## src/include/cpu_flags_params.svh

```systemverilog
/* CPU flag path parameters
   Data width, status bit positions and supported opcodes */
`ifndef CPU_FLAGS_PARAMS_SVH
`define CPU_FLAGS_PARAMS_SVH

`define CPU_DATA_W 8

`define FLAG_C 0 // Carry
`define FLAG_Z 1 // Zero
`define FLAG_I 2 // Interrupt disable
`define FLAG_D 3 // Decimal mode
`define FLAG_B 4 // Break
`define FLAG_U 5 // Unused, always reads 1
`define FLAG_V 6 // Overflow
`define FLAG_N 7 // Negative

// Immediate ALU group
`define OPC_ADC 8'h69
`define OPC_SBC 8'hE9
`define OPC_AND 8'h29
`define OPC_ORA 8'h09
`define OPC_EOR 8'h49
`define OPC_CMP 8'hC9
`define OPC_LDA 8'hA9
`define OPC_BIT 8'h24 // Zero page
// Flag clear and set, bit 5 selects the value
`define OPC_CLC 8'h18
`define OPC_SEC 8'h38
`define OPC_CLI 8'h58
`define OPC_SEI 8'h78
`define OPC_CLD 8'hD8
`define OPC_SED 8'hF8
`define OPC_CLV 8'hB8
`define OPC_PLP 8'h28
`define OPC_BRK 8'h00

`endif

```

## src/design/cpu_flags_pkg.sv

```systemverilog
/* CPU flag path types
   ALU operation codes and the decoded operation word */
`include "cpu_flags_params.svh"

package cpu_flags_pkg;

    typedef enum logic [2:0]
    {
        ALU_ADD,
        ALU_SUB,  // Adds the inverted operand
        ALU_AND,
        ALU_OR,
        ALU_XOR,
        ALU_PASS,
        ALU_NONE
    } alu_op_e;

    // One decoded instruction as seen by the status register
    typedef struct packed
    {
        logic [`CPU_DATA_W-1:0] db;   // Data bus value
        logic                   acr;  // ALU carry
        logic                   avr;  // ALU overflow
        logic                   ir5;  // Opcode bit 5
        logic                   db0_c;
        logic                   ir5_c;
        logic                   acr_c;
        logic                   db1_z;
        logic                   dbz_z;
        logic                   db2_i;
        logic                   ir5_i;
        logic                   db3_d;
        logic                   ir5_d;
        logic                   db4_b;
        logic                   db6_v;
        logic                   avr_v;
        logic                   db7_n;
    } decoded_op_t;

endpackage

```

## src/design/flag_ctrl_if.sv

```systemverilog
/* Flag control bus
   Data byte, ALU status bits and flag load strobes */
`timescale 1ns/1ps
`include "cpu_flags_params.svh"

interface flag_ctrl_if;
    logic [`CPU_DATA_W-1:0] db;
    logic                   acr;
    logic                   avr;
    logic                   ir5;
    logic                   db0_c, ir5_c, acr_c;  // Carry loads
    logic                   db1_z, dbz_z;         // Zero loads
    logic                   db2_i, ir5_i;         // Interrupt loads
    logic                   db3_d, ir5_d;         // Decimal loads
    logic                   db4_b;
    logic                   db6_v, avr_v;         // Overflow loads
    logic                   db7_n;

    modport src (
        output db, acr, avr, ir5,
        output db0_c, ir5_c, acr_c, db1_z, dbz_z, db2_i, ir5_i,
        output db3_d, ir5_d, db4_b, db6_v, avr_v, db7_n
    );

    modport dst (
        input db, acr, avr, ir5,
        input db0_c, ir5_c, acr_c, db1_z, dbz_z, db2_i, ir5_i,
        input db3_d, ir5_d, db4_b, db6_v, avr_v, db7_n
    );
endinterface

```

## src/design/alu_decode.sv

```systemverilog
/* Opcode decoder and ALU
   Decodes one opcode per enabled cycle into flag load strobes and registers the result */
`timescale 1ns/1ps
`include "cpu_flags_params.svh"

module alu_decode (
    input  logic                       i_clk,
    input  logic                       i_reset_n,
    input  logic                       i_clk_en,
    input  logic                       i_valid,
    input  logic [`CPU_DATA_W-1:0]     i_opcode,
    input  logic [`CPU_DATA_W-1:0]     i_operand,
    input  logic                       i_carry,     // Status C at issue time
    output cpu_flags_pkg::decoded_op_t o_op,
    output logic                       o_op_valid,
    output logic [`CPU_DATA_W-1:0]     o_result
);
    localparam logic [1:0] DB_ZERO    = 2'd0;
    localparam logic [1:0] DB_RESULT  = 2'd1;
    localparam logic [1:0] DB_OPERAND = 2'd2;
    localparam logic [1:0] DB_BIT     = 2'd3;

    cpu_flags_pkg::alu_op_e     alu_op;
    cpu_flags_pkg::decoded_op_t dec;
    cpu_flags_pkg::decoded_op_t op_next;
    logic [1:0]                 db_sel;
    logic                       acc_we;
    logic                       nz_load;
    logic                       cin_force;
    logic [`CPU_DATA_W-1:0]     acc;
    logic [`CPU_DATA_W-1:0]     alu_b;
    logic [`CPU_DATA_W:0]       sum;
    logic                       cin;
    logic                       ovf;
    logic [`CPU_DATA_W-1:0]     result;
    logic                       bit_zero;

    // Opcode decode
    always_comb
    begin
        dec       = '0;
        alu_op    = cpu_flags_pkg::ALU_NONE;
        db_sel    = DB_ZERO;
        acc_we    = 1'b0;
        nz_load   = 1'b0;
        cin_force = 1'b0;
        case (i_opcode)
            `OPC_ADC, `OPC_SBC:
            begin
                alu_op    = (i_opcode == `OPC_SBC) ? cpu_flags_pkg::ALU_SUB
                                                   : cpu_flags_pkg::ALU_ADD;
                db_sel    = DB_RESULT;
                nz_load   = 1'b1;
                dec.acr_c = 1'b1;
                dec.avr_v = 1'b1;
            end
            `OPC_CMP:
            begin
                alu_op    = cpu_flags_pkg::ALU_SUB;
                cin_force = 1'b1;  // Plain A minus operand
                db_sel    = DB_RESULT;
                nz_load   = 1'b1;
                dec.acr_c = 1'b1;
            end
            `OPC_AND, `OPC_ORA, `OPC_EOR, `OPC_LDA:
            begin
                case (i_opcode)
                    `OPC_AND: alu_op = cpu_flags_pkg::ALU_AND;
                    `OPC_ORA: alu_op = cpu_flags_pkg::ALU_OR;
                    `OPC_EOR: alu_op = cpu_flags_pkg::ALU_XOR;
                    default:  alu_op = cpu_flags_pkg::ALU_PASS;
                endcase
                db_sel  = DB_RESULT;
                nz_load = 1'b1;
                acc_we  = 1'b1;
            end
            `OPC_BIT:
            begin
                alu_op    = cpu_flags_pkg::ALU_AND;  // Accumulator left alone
                db_sel    = DB_BIT;
                dec.db1_z = 1'b1;
                dec.db6_v = 1'b1;
                dec.db7_n = 1'b1;
            end
            `OPC_CLC, `OPC_SEC: dec.ir5_c = 1'b1;
            `OPC_CLI, `OPC_SEI: dec.ir5_i = 1'b1;
            `OPC_CLD, `OPC_SED: dec.ir5_d = 1'b1;
            `OPC_CLV:           dec.db6_v = 1'b1;  // db stays zero
            `OPC_PLP:
            begin
                db_sel    = DB_OPERAND;
                dec.db0_c = 1'b1;
                dec.db1_z = 1'b1;
                dec.db2_i = 1'b1;
                dec.db3_d = 1'b1;
                dec.db4_b = 1'b1;
                dec.db6_v = 1'b1;
                dec.db7_n = 1'b1;
            end
            `OPC_BRK:
            begin
                db_sel    = DB_OPERAND;
                dec.db4_b = 1'b1;
            end
            default: ;  // Unknown opcodes load nothing
        endcase
        if (nz_load)
        begin
            dec.dbz_z = 1'b1;
            dec.db7_n = 1'b1;
        end
    end

    // Binary adder, decimal mode is not modelled
    assign alu_b    = (alu_op == cpu_flags_pkg::ALU_SUB) ? ~i_operand : i_operand;
    assign cin      = cin_force | i_carry;
    assign sum      = {1'b0, acc} + {1'b0, alu_b} + {{`CPU_DATA_W{1'b0}}, cin};
    assign ovf      = (acc[`CPU_DATA_W-1] == alu_b[`CPU_DATA_W-1]) &&
                      (sum[`CPU_DATA_W-1] != acc[`CPU_DATA_W-1]);
    assign bit_zero = ~|(acc & i_operand);

    always_comb
    begin
        case (alu_op)
            cpu_flags_pkg::ALU_ADD,
            cpu_flags_pkg::ALU_SUB:  result = sum[`CPU_DATA_W-1:0];
            cpu_flags_pkg::ALU_AND:  result = acc & i_operand;
            cpu_flags_pkg::ALU_OR:   result = acc | i_operand;
            cpu_flags_pkg::ALU_XOR:  result = acc ^ i_operand;
            cpu_flags_pkg::ALU_PASS: result = i_operand;
            default:                 result = acc;
        endcase
    end

    // Attach data bus and ALU status to the strobes
    always_comb
    begin
        op_next     = dec;
        op_next.acr = sum[`CPU_DATA_W];
        op_next.avr = ovf;
        op_next.ir5 = i_opcode[5];
        case (db_sel)
            DB_RESULT:  op_next.db = result;
            DB_OPERAND: op_next.db = i_operand;
            DB_BIT:
            begin
                op_next.db          = i_operand;
                op_next.db[`FLAG_Z] = bit_zero;  // Z comes from A AND operand
            end
            default:    op_next.db = '0;
        endcase
    end

    always_ff @(posedge i_clk)
    begin
        if (!i_reset_n)
        begin
            o_op       <= '0;
            o_op_valid <= 1'b0;
            o_result   <= '0;
            acc        <= '0;
        end
        else if (i_clk_en)
        begin
            o_op       <= op_next;
            o_op_valid <= i_valid;
            if (i_valid && (alu_op != cpu_flags_pkg::ALU_NONE))
                o_result <= result;  // Holds across bubbles and flag-only opcodes
            if (i_valid && acc_we)
                acc <= result;
        end
    end
endmodule

```

## src/design/flag_unit.sv

```systemverilog
/* Flag unit top level
   Decoder, operation latch and status register in a three-stage flag pipeline */
`timescale 1ns/1ps
`include "cpu_flags_params.svh"

module flag_unit (
    input  logic                   i_clk,
    input  logic                   i_reset_n,
    input  logic                   i_clk_en,
    input  logic                   i_valid,
    input  logic [`CPU_DATA_W-1:0] i_opcode,
    input  logic [`CPU_DATA_W-1:0] i_operand,
    output logic [`CPU_DATA_W-1:0] o_p,       // Status byte
    output logic [`CPU_DATA_W-1:0] o_result   // ALU result
);
    cpu_flags_pkg::decoded_op_t dec_op;
    logic                       dec_valid;

    flag_ctrl_if flag_bus ();

    alu_decode alu_decode_inst (
        .i_clk      (i_clk),
        .i_reset_n  (i_reset_n),
        .i_clk_en   (i_clk_en),
        .i_valid    (i_valid),
        .i_opcode   (i_opcode),
        .i_operand  (i_operand),
        .i_carry    (o_p[`FLAG_C]),  // No forwarding from in-flight ops
        .o_op       (dec_op),
        .o_op_valid (dec_valid),
        .o_result   (o_result)
    );

    op_latch op_latch_inst (
        .i_clk      (i_clk),
        .i_reset_n  (i_reset_n),
        .i_clk_en   (i_clk_en),
        .i_op       (dec_op),
        .i_op_valid (dec_valid),
        .o_bus      (flag_bus.src)
    );

    processor_status processor_status_inst (
        .i_clk      (i_clk),
        .i_reset_n  (i_reset_n),
        .i_clk_en   (i_clk_en),
        .i_bus      (flag_bus.dst),
        .o_p        (o_p)
    );
endmodule

```

## src/design/op_latch.sv

```systemverilog
/* Decoded operation latch
   One enabled-cycle stage between decoder and status register, bubbles load nothing */
`timescale 1ns/1ps

module op_latch (
    input  logic                       i_clk,
    input  logic                       i_reset_n,
    input  logic                       i_clk_en,
    input  cpu_flags_pkg::decoded_op_t i_op,
    input  logic                       i_op_valid,
    flag_ctrl_if.src                   o_bus
);
    cpu_flags_pkg::decoded_op_t op_q;
    logic                       valid_q;

    always_ff @(posedge i_clk)
    begin
        if (!i_reset_n)
            valid_q <= 1'b0;
        else if (i_clk_en)
            valid_q <= i_op_valid;
    end

    always_ff @(posedge i_clk)
    begin
        if (i_clk_en)
            op_q <= i_op;
    end

    assign o_bus.db    = op_q.db;
    assign o_bus.acr   = op_q.acr;
    assign o_bus.avr   = op_q.avr;
    assign o_bus.ir5   = op_q.ir5;
    // Strobes only pass for a valid entry
    assign o_bus.db0_c = op_q.db0_c & valid_q;
    assign o_bus.ir5_c = op_q.ir5_c & valid_q;
    assign o_bus.acr_c = op_q.acr_c & valid_q;
    assign o_bus.db1_z = op_q.db1_z & valid_q;
    assign o_bus.dbz_z = op_q.dbz_z & valid_q;
    assign o_bus.db2_i = op_q.db2_i & valid_q;
    assign o_bus.ir5_i = op_q.ir5_i & valid_q;
    assign o_bus.db3_d = op_q.db3_d & valid_q;
    assign o_bus.ir5_d = op_q.ir5_d & valid_q;
    assign o_bus.db4_b = op_q.db4_b & valid_q;
    assign o_bus.db6_v = op_q.db6_v & valid_q;
    assign o_bus.avr_v = op_q.avr_v & valid_q;
    assign o_bus.db7_n = op_q.db7_n & valid_q;
endmodule

```

## src/design/processor_status.sv

```systemverilog
/* Processor status register
   Holds C, Z, I, D, B, V and N with per-flag load priorities */
`timescale 1ns/1ps
`include "cpu_flags_params.svh"

module processor_status (
    input  logic                   i_clk,
    input  logic                   i_reset_n,
    input  logic                   i_clk_en,
    flag_ctrl_if.dst               i_bus,
    output logic [`CPU_DATA_W-1:0] o_p
);
    logic dbz;
    logic c_q;
    logic z_q;
    logic i_q;
    logic d_q;
    logic b_q;
    logic v_q;
    logic n_q;

    assign dbz = ~|i_bus.db;  // Zero test of the data bus

    // Carry, ALU carry first
    always_ff @(posedge i_clk)
    begin
        if (!i_reset_n)
            c_q <= 1'b0;
        else if (i_clk_en)
        begin
            if (i_bus.acr_c)
                c_q <= i_bus.acr;
            else if (i_bus.ir5_c)
                c_q <= i_bus.ir5;
            else if (i_bus.db0_c)
                c_q <= i_bus.db[`FLAG_C];
        end
    end

    always_ff @(posedge i_clk)
    begin
        if (!i_reset_n)
            z_q <= 1'b0;
        else if (i_clk_en)
        begin
            if (i_bus.dbz_z)
                z_q <= dbz;
            else if (i_bus.db1_z)
                z_q <= i_bus.db[`FLAG_Z];
        end
    end

    // Interrupt disable and decimal mode share the same rule
    always_ff @(posedge i_clk)
    begin
        if (!i_reset_n)
        begin
            i_q <= 1'b0;
            d_q <= 1'b0;
        end
        else if (i_clk_en)
        begin
            if (i_bus.ir5_i)
                i_q <= i_bus.ir5;
            else if (i_bus.db2_i)
                i_q <= i_bus.db[`FLAG_I];
            if (i_bus.ir5_d)
                d_q <= i_bus.ir5;
            else if (i_bus.db3_d)
                d_q <= i_bus.db[`FLAG_D];
        end
    end

    always_ff @(posedge i_clk)
    begin
        if (!i_reset_n)
        begin
            b_q <= 1'b0;
            v_q <= 1'b0;
            n_q <= 1'b0;
        end
        else if (i_clk_en)
        begin
            if (i_bus.db4_b)
                b_q <= i_bus.db[`FLAG_B];
            if (i_bus.avr_v)
                v_q <= i_bus.avr;           // ALU overflow wins
            else if (i_bus.db6_v)
                v_q <= i_bus.db[`FLAG_V];
            if (i_bus.db7_n)
                n_q <= i_bus.db[`FLAG_N];
        end
    end

    assign o_p[`FLAG_C] = c_q;
    assign o_p[`FLAG_Z] = z_q;
    assign o_p[`FLAG_I] = i_q;
    assign o_p[`FLAG_D] = d_q;
    assign o_p[`FLAG_B] = b_q;
    assign o_p[`FLAG_U] = 1'b1;
    assign o_p[`FLAG_V] = v_q;
    assign o_p[`FLAG_N] = n_q;
endmodule

```

## config.mk

```make
export PLATFORM = sky130hd
export DESIGN_NAME = flag_unit
export DESIGN_NICKNAME = d
export VERILOG_FILES = /design/src/design/cpu_flags_pkg.sv /design/src/design/flag_ctrl_if.sv /design/src/design/alu_decode.sv /design/src/design/flag_unit.sv /design/src/design/op_latch.sv /design/src/design/processor_status.sv
export VERILOG_INCLUDE_DIRS = /design/src /design/src/include
export SDC_FILE = /design/constraint.sdc
export NUM_CORES = 1
export LEC_CHECK = 0
export BUFFER_PORTS_ARGS = -buffer_cell sky130_fd_sc_hd__buf_2
export CAP_MARGIN = 20
export CORE_UTILIZATION = 55
export CTS_CLUSTER_DIAMETER = 150
export DETAILED_ROUTE_END_ITERATION = 12
export GPL_TIMING_DRIVEN = 0
export PLACE_DENSITY = 0.75
export SYNTH_ARGS = -nofsm -noshare
export SYNTH_HDL_FRONTEND = slang
export SYNTH_HIERARCHICAL = 1
export SYNTH_SLANG_ARGS = --single-unit
```

## constraint.sdc

```tcl
create_clock -name i_clk -period 4.52 [get_ports i_clk]
set_input_delay 0.678 -clock i_clk [delete_from_list [all_inputs] [get_ports i_clk]]
set_output_delay 0.678 -clock i_clk [all_outputs]
set_load 0.02 [all_outputs]
```

# Word level (Yosys, flattened, before mapping)

Index checks and enable logic that the tools add are counted.

Register bits after elaboration: 69
Input bits: 20
Output and inout port bits: 16
Word-level logic and storage cells: 152

Add/subtract/negate cells: 2
Equality and inequality tests: 27
Mux-type cells: 32
Bitwise operators: 16
Reductions and logical operators: 34

Operators by type and width:

| operator             | number |
|---|---|
| $eq A8 B8 Y1 const B | 6 |
| $pmux W8 S5          | 1 |
| $eq A8 B6 Y1 const B | 4 |
| $eq A8 B7 Y1 const B | 4 |
| $mux W1              | 26 |
| $pmux W8 S3          | 1 |
| $reduce_and A2 Y1    | 9 |
| $reduce_or A8 Y1     | 2 |
| $reduce_or A2 Y1     | 7 |
| $pmux W3 S4          | 1 |
| $and A1 B1 Y1        | 11 |
| $add A8 B8 Y9        | 1 |
| $add A9 B1 Y9        | 1 |
| $pmux W3 S3          | 1 |
| $and A8 B8 Y8        | 1 |
| $eq A8 B4 Y1 const B | 1 |
| $eq A8 B5 Y1 const B | 1 |
| $logic_not A8 Y1     | 1 |
| $mux W8              | 1 |
| $not A8 Y8           | 1 |
| $or A8 B8 Y8         | 1 |
| $reduce_bool A2 Y1   | 4 |
| $xor A8 B8 Y8        | 1 |
| $reduce_or A7 Y1     | 1 |
| other kinds (16)     | 23 |

# Longest topological paths before layout

Gate-level depths: netlist of run 1.

Depth after elaboration: 9
Mapped depth: 13
Gate-level depth less buffers: 12

# By module

Netlist of run 1, hierarchy kept.

Modules (own cells, without submodules):

| module           | times used | cells an instance | area an instance (sq um) | seq. area each (sq um) |
|---|---|---|---|---|
| alu_decode       | 1          | 328               | 2697.6                   | 780.7 |
| op_latch         | 1          | 49                | 920.9                    | 740.7 |
| processor_status | 1          | 55                | 460.4                    | 140.1 |

# Worst setup path before layout of run 1

Ideal clock, no wire load.

Path type: input to register
Start: input port i_opcode[6]
End: register alu_decode_inst.o_result[6]
Arrival time: 3.656 ns
Path slack: 0.745 ns
Cell stages on the path: 13
Path buffers: 3
Cell sequence: clkbuf_1 > clkbuf_1 > buf_2 > nand3_1 > xnor2_1 > fa_1 > fa_1 > a211oi_1 > nor2_1 > o22ai_1 > xnor2_1 > a21oi_2 > a21oi_1

Longest elaborated chain between the ends: 8
Elaborated cells between the ends (all ways): 29
Those cells by class: add/sub: 2; eq/ne: 14; mux: 6; bitwise: 1; reduce/logical: 6

Ends and longest elaborated chain:

| what                                 | RTL line                             | text |
|---|---|---|
| start, declared                      | flag_unit.sv:11                      | `` input logic [`CPU_DATA_W-1:0] i_opcode, `` |
| $eq A8 B7 Y1 (tied with other cells) | alu_decode.sv:47, alu_decode.sv:67   |  |
| $pmux W3 S3 (tied with other cells)  | alu_decode.sv:67                     | `case (i_opcode)` |
| $pmux W3 S4                          | alu_decode.sv:47                     | `case (i_opcode)` |
| $eq A3 B1 Y1                         | alu_decode.sv:115, alu_decode.sv:124 |  |
| $mux W8                              | alu_decode.sv:115                    | `assign alu_b = (alu_op == cpu_flags_pkg::ALU_SUB) ? ~i_operand : i_operand;` |
| $add A8 B8 Y9                        | alu_decode.sv:117                    | `` assign sum = {1'b0, acc} + {1'b0, alu_b} + {{`CPU_DATA_W{1'b0}}, cin}; `` |
| $add A9 B1 Y9                        | alu_decode.sv:117                    |  |
| $pmux W8 S5                          | alu_decode.sv:124                    | `case (alu_op)` |
| end signal, assigned                 | alu_decode.sv:168                    | `o_result <= result;` |
| end, declared                        | alu_decode.sv:16                     | `` output logic [`CPU_DATA_W-1:0] o_result `` |

Several ways; a longest one is shown, not always the timed one.
A chain may end at the register's enable or synchronous reset.

# Final worst setup path of run 1

Start: input port i_opcode[6]
End: register alu_decode_inst.o_result[5]

Same word-level chain as after synthesis.

==> results.cfg, run 1 <==
[outcome]
status = complete, but fails checks
violations = DRC

[sta]
finalSetupViolCount = 0
setup_ws_ns = 0.330
rsz0062_at_grt = false
finClkSkew_ns = 0.00802
tightest_slew_ns = 0.776
max-slew-margin-rel = 0.480
hold_violations = 0
min_period_ns = 4.19
fmax_mhz = 239
fin_crit_sh = 0.927
maxSlewViolCount = 0

[critical_path]
cp.arrival_ns = 4.39
cp-start-kind = input pin
worstPathRequired_ns = 4.72
worst-path-max-fanout = 10
cp-end-kind = flip-flop
crit_type = in -> reg

[floorplanning]
core_area_um2 = 7210
dieHeight_um = 88.1
ioPinCount = 36
fp.dieArea_um2 = 7760
dieWidth_um = 88.1
rows = 31
start_util = 0.565

[synth]
synth_cells = 432
yosysWarningCount = 6
synth.most_common_cell = dfxtp_1
syn_nets = 477
synth.top_cells.by_count = dfxtp_1 (47), o21ai_0 (36), inv_1 (28)
synth-seq-area-share = 0.407
ys.flop_type = dfxtp_1
synth_top_area_cell = dfxtp_1
ys_types = 65
ys_ff_latch = 71
synth-async-reset-ratio = 0
synth.cell_area_um2 = 4080
synth_top_area_frac = 0.231
ys_top_cells_by_area = dfxtp_1 (23%), edfxtp_1 (18%), ha_1 (7.1%)
syn_area_per_cell_um2 = 9.44
synth_edf_count = 24

[power_and_ir_drop]
ir_drop_mv = 0.124
power_leakage_nw = 1.87
p_per_area_nw_per_um2 = 276

[drt]
routedWlPerCell_um = 15.8
ant_nets = 0
num_vias = 3237
avgViaCountPerCell = 5.58
drc = 2
drtPass1Iterations = 11
dr.first_iter.drc_count = 185
routed_wl_um = 9150

[placed_design]
place_ws_ns = -0.253
port_buffers = 33
place_area_um2 = 4370
dp.final_hpwl_um = 7010
gp_congestion = 0.929

[global_route]
grt_use_total = 0.251
grt_pass1_vias = 2943
grt_pass1_wl_um = 14500
gr-total-overflow = 0
grt_max_degree = 31
grt_antenna_before_repair = 0

[layout]
drive_gt1_frac = 0.202
final_cell_area_um2 = 4550
synthToLayoutAreaGrowth_pct = 11.5
antenna-diode-count = 0
nNetsFinal = 521

[clocking]
clk_latency_ns = 0.34
numCtsBuffers = 9
path_clk_slew_ns = 0.08
cts_root_buf = clkbuf_8
max-clock-path-buffers = 2
cts_tree = yes
cts.sinks = 71
cts-hold-fix-buffers = 0
htreeDepth = 3
post_cts_buffers = 0

[run]
drv_cap = 0

[min_path]
hold_class = reg -> reg
## where the power goes
group	switching (mW)	internal (mW)	leakage (nW)	total, mW
sequential	0.00638	0.674	0.627	0.680
clock	0.236	0.213	0.0853	0.449
combinational	0.0770	0.0492	1.16	0.126
total	0.320	0.936	1.87	1.26
## metrics by stage
stage | instances | setup TNS (ns) | util | power [mW] | hold slack, ns
3_5_place_dp | 564 | -1.49 | 0.605 | 0.819 | 0.416
4_1_cts | 580 | 0 | 0.630 | 1.26 | 0.435
3_3_place_gp | 564 | -1.48 | 0.605 | 0.815 | 0.415
5_1_grt | 580 | 0 | 0.630 | 1.30 | 0.437
6_report | 580 | 0 | 0.630 | 1.26 | 0.431
2_1_floorplan | 432 | 0 | - | 0.774 | 0.401
## flip-flops by register name, summed over array words and instances, names as in the netlist, 8 cells and up
name and count:
alu_decode_inst/o_result 8, op_latch_inst/o_bus.db 8, alu_decode_inst/o_op 22, alu_decode_inst/acc 8
op_latch_inst/op_q 13
## kinds of logic after synthesis
family | after synthesis | synth area share
compound gates | 129 | 0.214
fa+ha+maj | 25 | 0.0804
other cells | 1 | 0.000919
buf+inv | 68 | 0.0847
flops | 71 | 0.407
mux | 11 | 0.0273
xor+xnor | 14 | 0.0301
simple gates | 113 | 0.155
## worst paths after layout
check	start	endpoint	slack [ns]	cells past startpoint
max reg2reg	processor_status_inst/c_q	alu_decode_inst/o_result[5]	1.81	9
max	i_opcode[6]	alu_decode_inst/o_result[5]	0.33	13
min reg2reg	alu_decode_inst/o_op[4]	op_latch_inst/op_q[4]	0.43	0
min	alu_decode_inst/o_op[4]	op_latch_inst/op_q[4]	0.43	0
## layout make-up
cell class | count | area, µm²
fill | 628 | 2670
multi-input combinational | 293 | 2080
sequential | 71 | 1660
buffer | 40 | 240
timing repair buffer | 33 | 165
clock buffer | 11 | 141
tap | 99 | 124
inverter | 28 | 105
clock inverter | 5 | 33.8
## metal layers
layer  vias up  routed length, µm  GRT usage
li1       1604                  -          -
met1      1502               3880      0.312
met2       118               4500      0.436
met3        13                627     0.0490
met4         0                142     0.0894
met5         -                  0          0
## critical path: stages
cell and delay [ns]:
buf_2 0.08, clkbuf_1 0.36, clkbuf_1 0.42, buf_2 0.32
nand3_2 0.31, xnor2_1 0.25, fa_1 0.46, a211oi_1 0.34
o21bai_1 0.13, a21oi_1 0.18, xnor2_1 0.09, a221oi_1 0.63
a21oi_1 0.14
## layout by cell type, fill, tap and decap left out, types with 6 or more instances in the layout
cell | netlist | final
o21ai_0 | 36 | 36
xnor2_1 | 13 | 13
o2bb2ai_1 | 7 | 7
clkbuf_1 | 16 | 17
mux2i_1 | 10 | 10
buf_2 | 3 | 36
nand3_1 | 13 | 12
o21a_1 | 6 | 6
clkbuf_8 | 0 | 10
dfxtp_1 | 47 | 47
buf_4 | 19 | 19
and2_1 | 9 | 9
nand2_1 | 21 | 21
inv_1 | 28 | 28
and2_2 | 9 | 9
a21boi_0 | 8 | 8
edfxtp_1 | 24 | 24
a211oi_1 | 7 | 7
ha_1 | 23 | 23
a21oi_1 | 24 | 24
nand2b_1 | 13 | 13
nor2_1 | 17 | 17
## what timing repair did
item	4_1_cts	5_1_grt
resized for setup	0	1
setup endpoints to repair	0	6
hold endpoints to repair	0	0
(Power assumes the default switching activity.)
==> run 2, diff against run 1 <==
Settings changed: CTS_CLUSTER_DIAMETER 150 to default, RECOVER_POWER from default to 50.
==> run 2 against run 1 <==
  * The flow still finishes with violations (DRC)
  * Design area decreased by 0.19%
  * Wire length increased by 0.17%
  * Clock power about the same
  * Die area unchanged
  * Critical path type unchanged
  * Via count about the same
  * Worst setup slack got worse by 0.00096 ns
==> results.cfg, run 2 (synthesis results as in run 1) <==
[floorplanning]
rows = 31
ioPinCount = 36
fp.dieArea_um2 = 7760
dieHeight_um = 88.1
dieWidth_um = 88.1
start_util = 0.565
core_area_um2 = 7210

[layout]
final_cell_mix = dfxtp_1 (47), o21ai_0 (36), buf_2 (35), inv_1 (28)
top_regs = alu_decode_inst/o_op x22, op_latch_inst/op_q x13
largest_reg_flops = 22
final_cell_area_um2 = 4540
finish.utilization = 0.629
drive_gt1_frac = 0.198
multi_input_area_um2 = 2080
layout_commonest_cell = dfxtp_1
instances_no_fill = 580
fillers = 631
seq_area_um2 = 1660
nNetsFinal = 521
top_register = alu_decode_inst/o_op
antenna-diode-count = 0
synthToLayoutAreaGrowth_pct = 11.3

[critical_path]
cp-end-kind = flip-flop
reg2reg_slack_ns = 1.81
worst-path-max-fanout = 10
crit_type = in -> reg
slowest_stage = a211oi_1
r2r_start = processor_status_inst/c_q
cp-start-kind = input pin
cp_num_cells = 12
rr_worst_depth = 8
cp.arrival_ns = 4.39
worst-path-buf-inv = 4
critPathMaxStageDelay_ns = 0.59
crit_start = i_opcode[6]
worstPathRequired_ns = 4.72
cp_top_family = buffers and inverters
reg2reg_to = alu_decode_inst/acc[2]
path_cells = buf_2 > clkbuf_1 > clkbuf_1 > buf_2 > nand3_2 > xnor2_1 > fa_1 > fa_1 > xnor2_1 > o32ai_1 > a211oi_1 > a21oi_1

[clocking]
cts-hold-fix-buffers = 0
max-clock-path-buffers = 2
numCtsBuffers = 9
path_clk_slew_ns = 0.08
cts.sinks = 71
cts_root_buf = clkbuf_8
cts_tree = yes
htreeDepth = 3
post_cts_buffers = 0
clk_latency_ns = 0.34

[drt]
ant_nets = 0
num_vias = 3239
routed_wl_um = 9160
dr.first_iter.drc_count = 187
routedWlPerCell_um = 15.8
avgViaCountPerCell = 5.58
drtPass1Iterations = 9
drc = 2

[sta]
setup_tns_ns = 0
rsz0062_at_grt = false
fmax_mhz = 239
tightest_slew_ns = 1.44
max-slew-margin-rel = 0.0397
finClkSkew_ns = 0.00792
min_period_ns = 4.19
setup_ws_ns = 0.330
whs_ns = 0.432
maxSlewViolCount = 0
fin_crit_sh = 0.927
hold_violations = 0
finalSetupViolCount = 0

[global_route]
grt_max_degree = 31
grt_pass1_wl_um = 14500
grt_use_total = 0.251
grt_antenna_before_repair = 0
gr-total-overflow = 0
grt_pass1_vias = 2943

[min_path]
worstHoldStart = alu_decode_inst/o_op[4]
min_to = op_latch_inst/op_q[4]
hold_class = reg -> reg
holdPathStages = 0

[power_and_ir_drop]
p_per_area_nw_per_um2 = 277
total_power_mw = 1.26
ir_drop_mv = 0.125
power_leakage_nw = 1.87

[placed_design]
dp.final_hpwl_um = 7010
gp_congestion = 0.929
place_ws_ns = -0.253
dpl.cell_count = 564
port_buffers = 33
place_area_um2 = 4370

[run]
drv_cap = 0

[outcome]
violations = DRC
status = complete, but fails checks
run 2: cell count changes in the layout (fill, tap and decap cells not counted), sizes merged:
| cell | previous run | this run |
|---|---|---|
| clkbuf | 27 | 31 |
| buf | 57 | 53 |
run 2: area by class of cell:
class,instances,share of cell area
Multi-Input combinational cell,293,0.458
Tap cell,99,0.0273
Sequential cell,71,0.366
Clock inverter,5,0.00744
Clock buffer,11,0.0311
Buffer,40,0.0513
Timing Repair Buffer,33,0.0361
Inverter,28,0.0232
run 2: worst max path at each step:
stage,end,slack (ns)
final,alu_decode_inst/acc[2],0.33
after global routing,alu_decode_inst/o_result[5],0.1
after CTS,alu_decode_inst/acc[5],0.10
after detailed placement,alu_decode_inst/o_result[5],-0.25
after global placement,alu_decode_inst/acc[5],-0.22
after floorplan,alu_decode_inst/o_result[6],0.74
run 2: what timing repair did:
| action | 4_1_cts | 5_1_grt |
|---|---|---|
| hold endpoints to repair | 0 | 0 |
| resized for setup | 0 | 1 |
| endpoints found under the setup margin | 0 | 6 |
run 2: layer usage:
layer  wire [µm]  global-route usage  vias up
li1            -                   -     1603
met2        4480               0.436      116
met4         161              0.0894        0
met1        4000               0.312     1505
met3         512              0.0490       15
met5           0                   0        -
run 2: report_power, final:
part / internal, mW / switching, mW / total (mW) / leakage (nW)
logic: 0.0485 / 0.0770 / 0.125 / 1.15
registers: 0.674 / 0.00642 / 0.680 / 0.627
clock network: 0.213 / 0.237 / 0.450 / 0.0853
total: 0.936 / 0.321 / 1.26 / 1.87
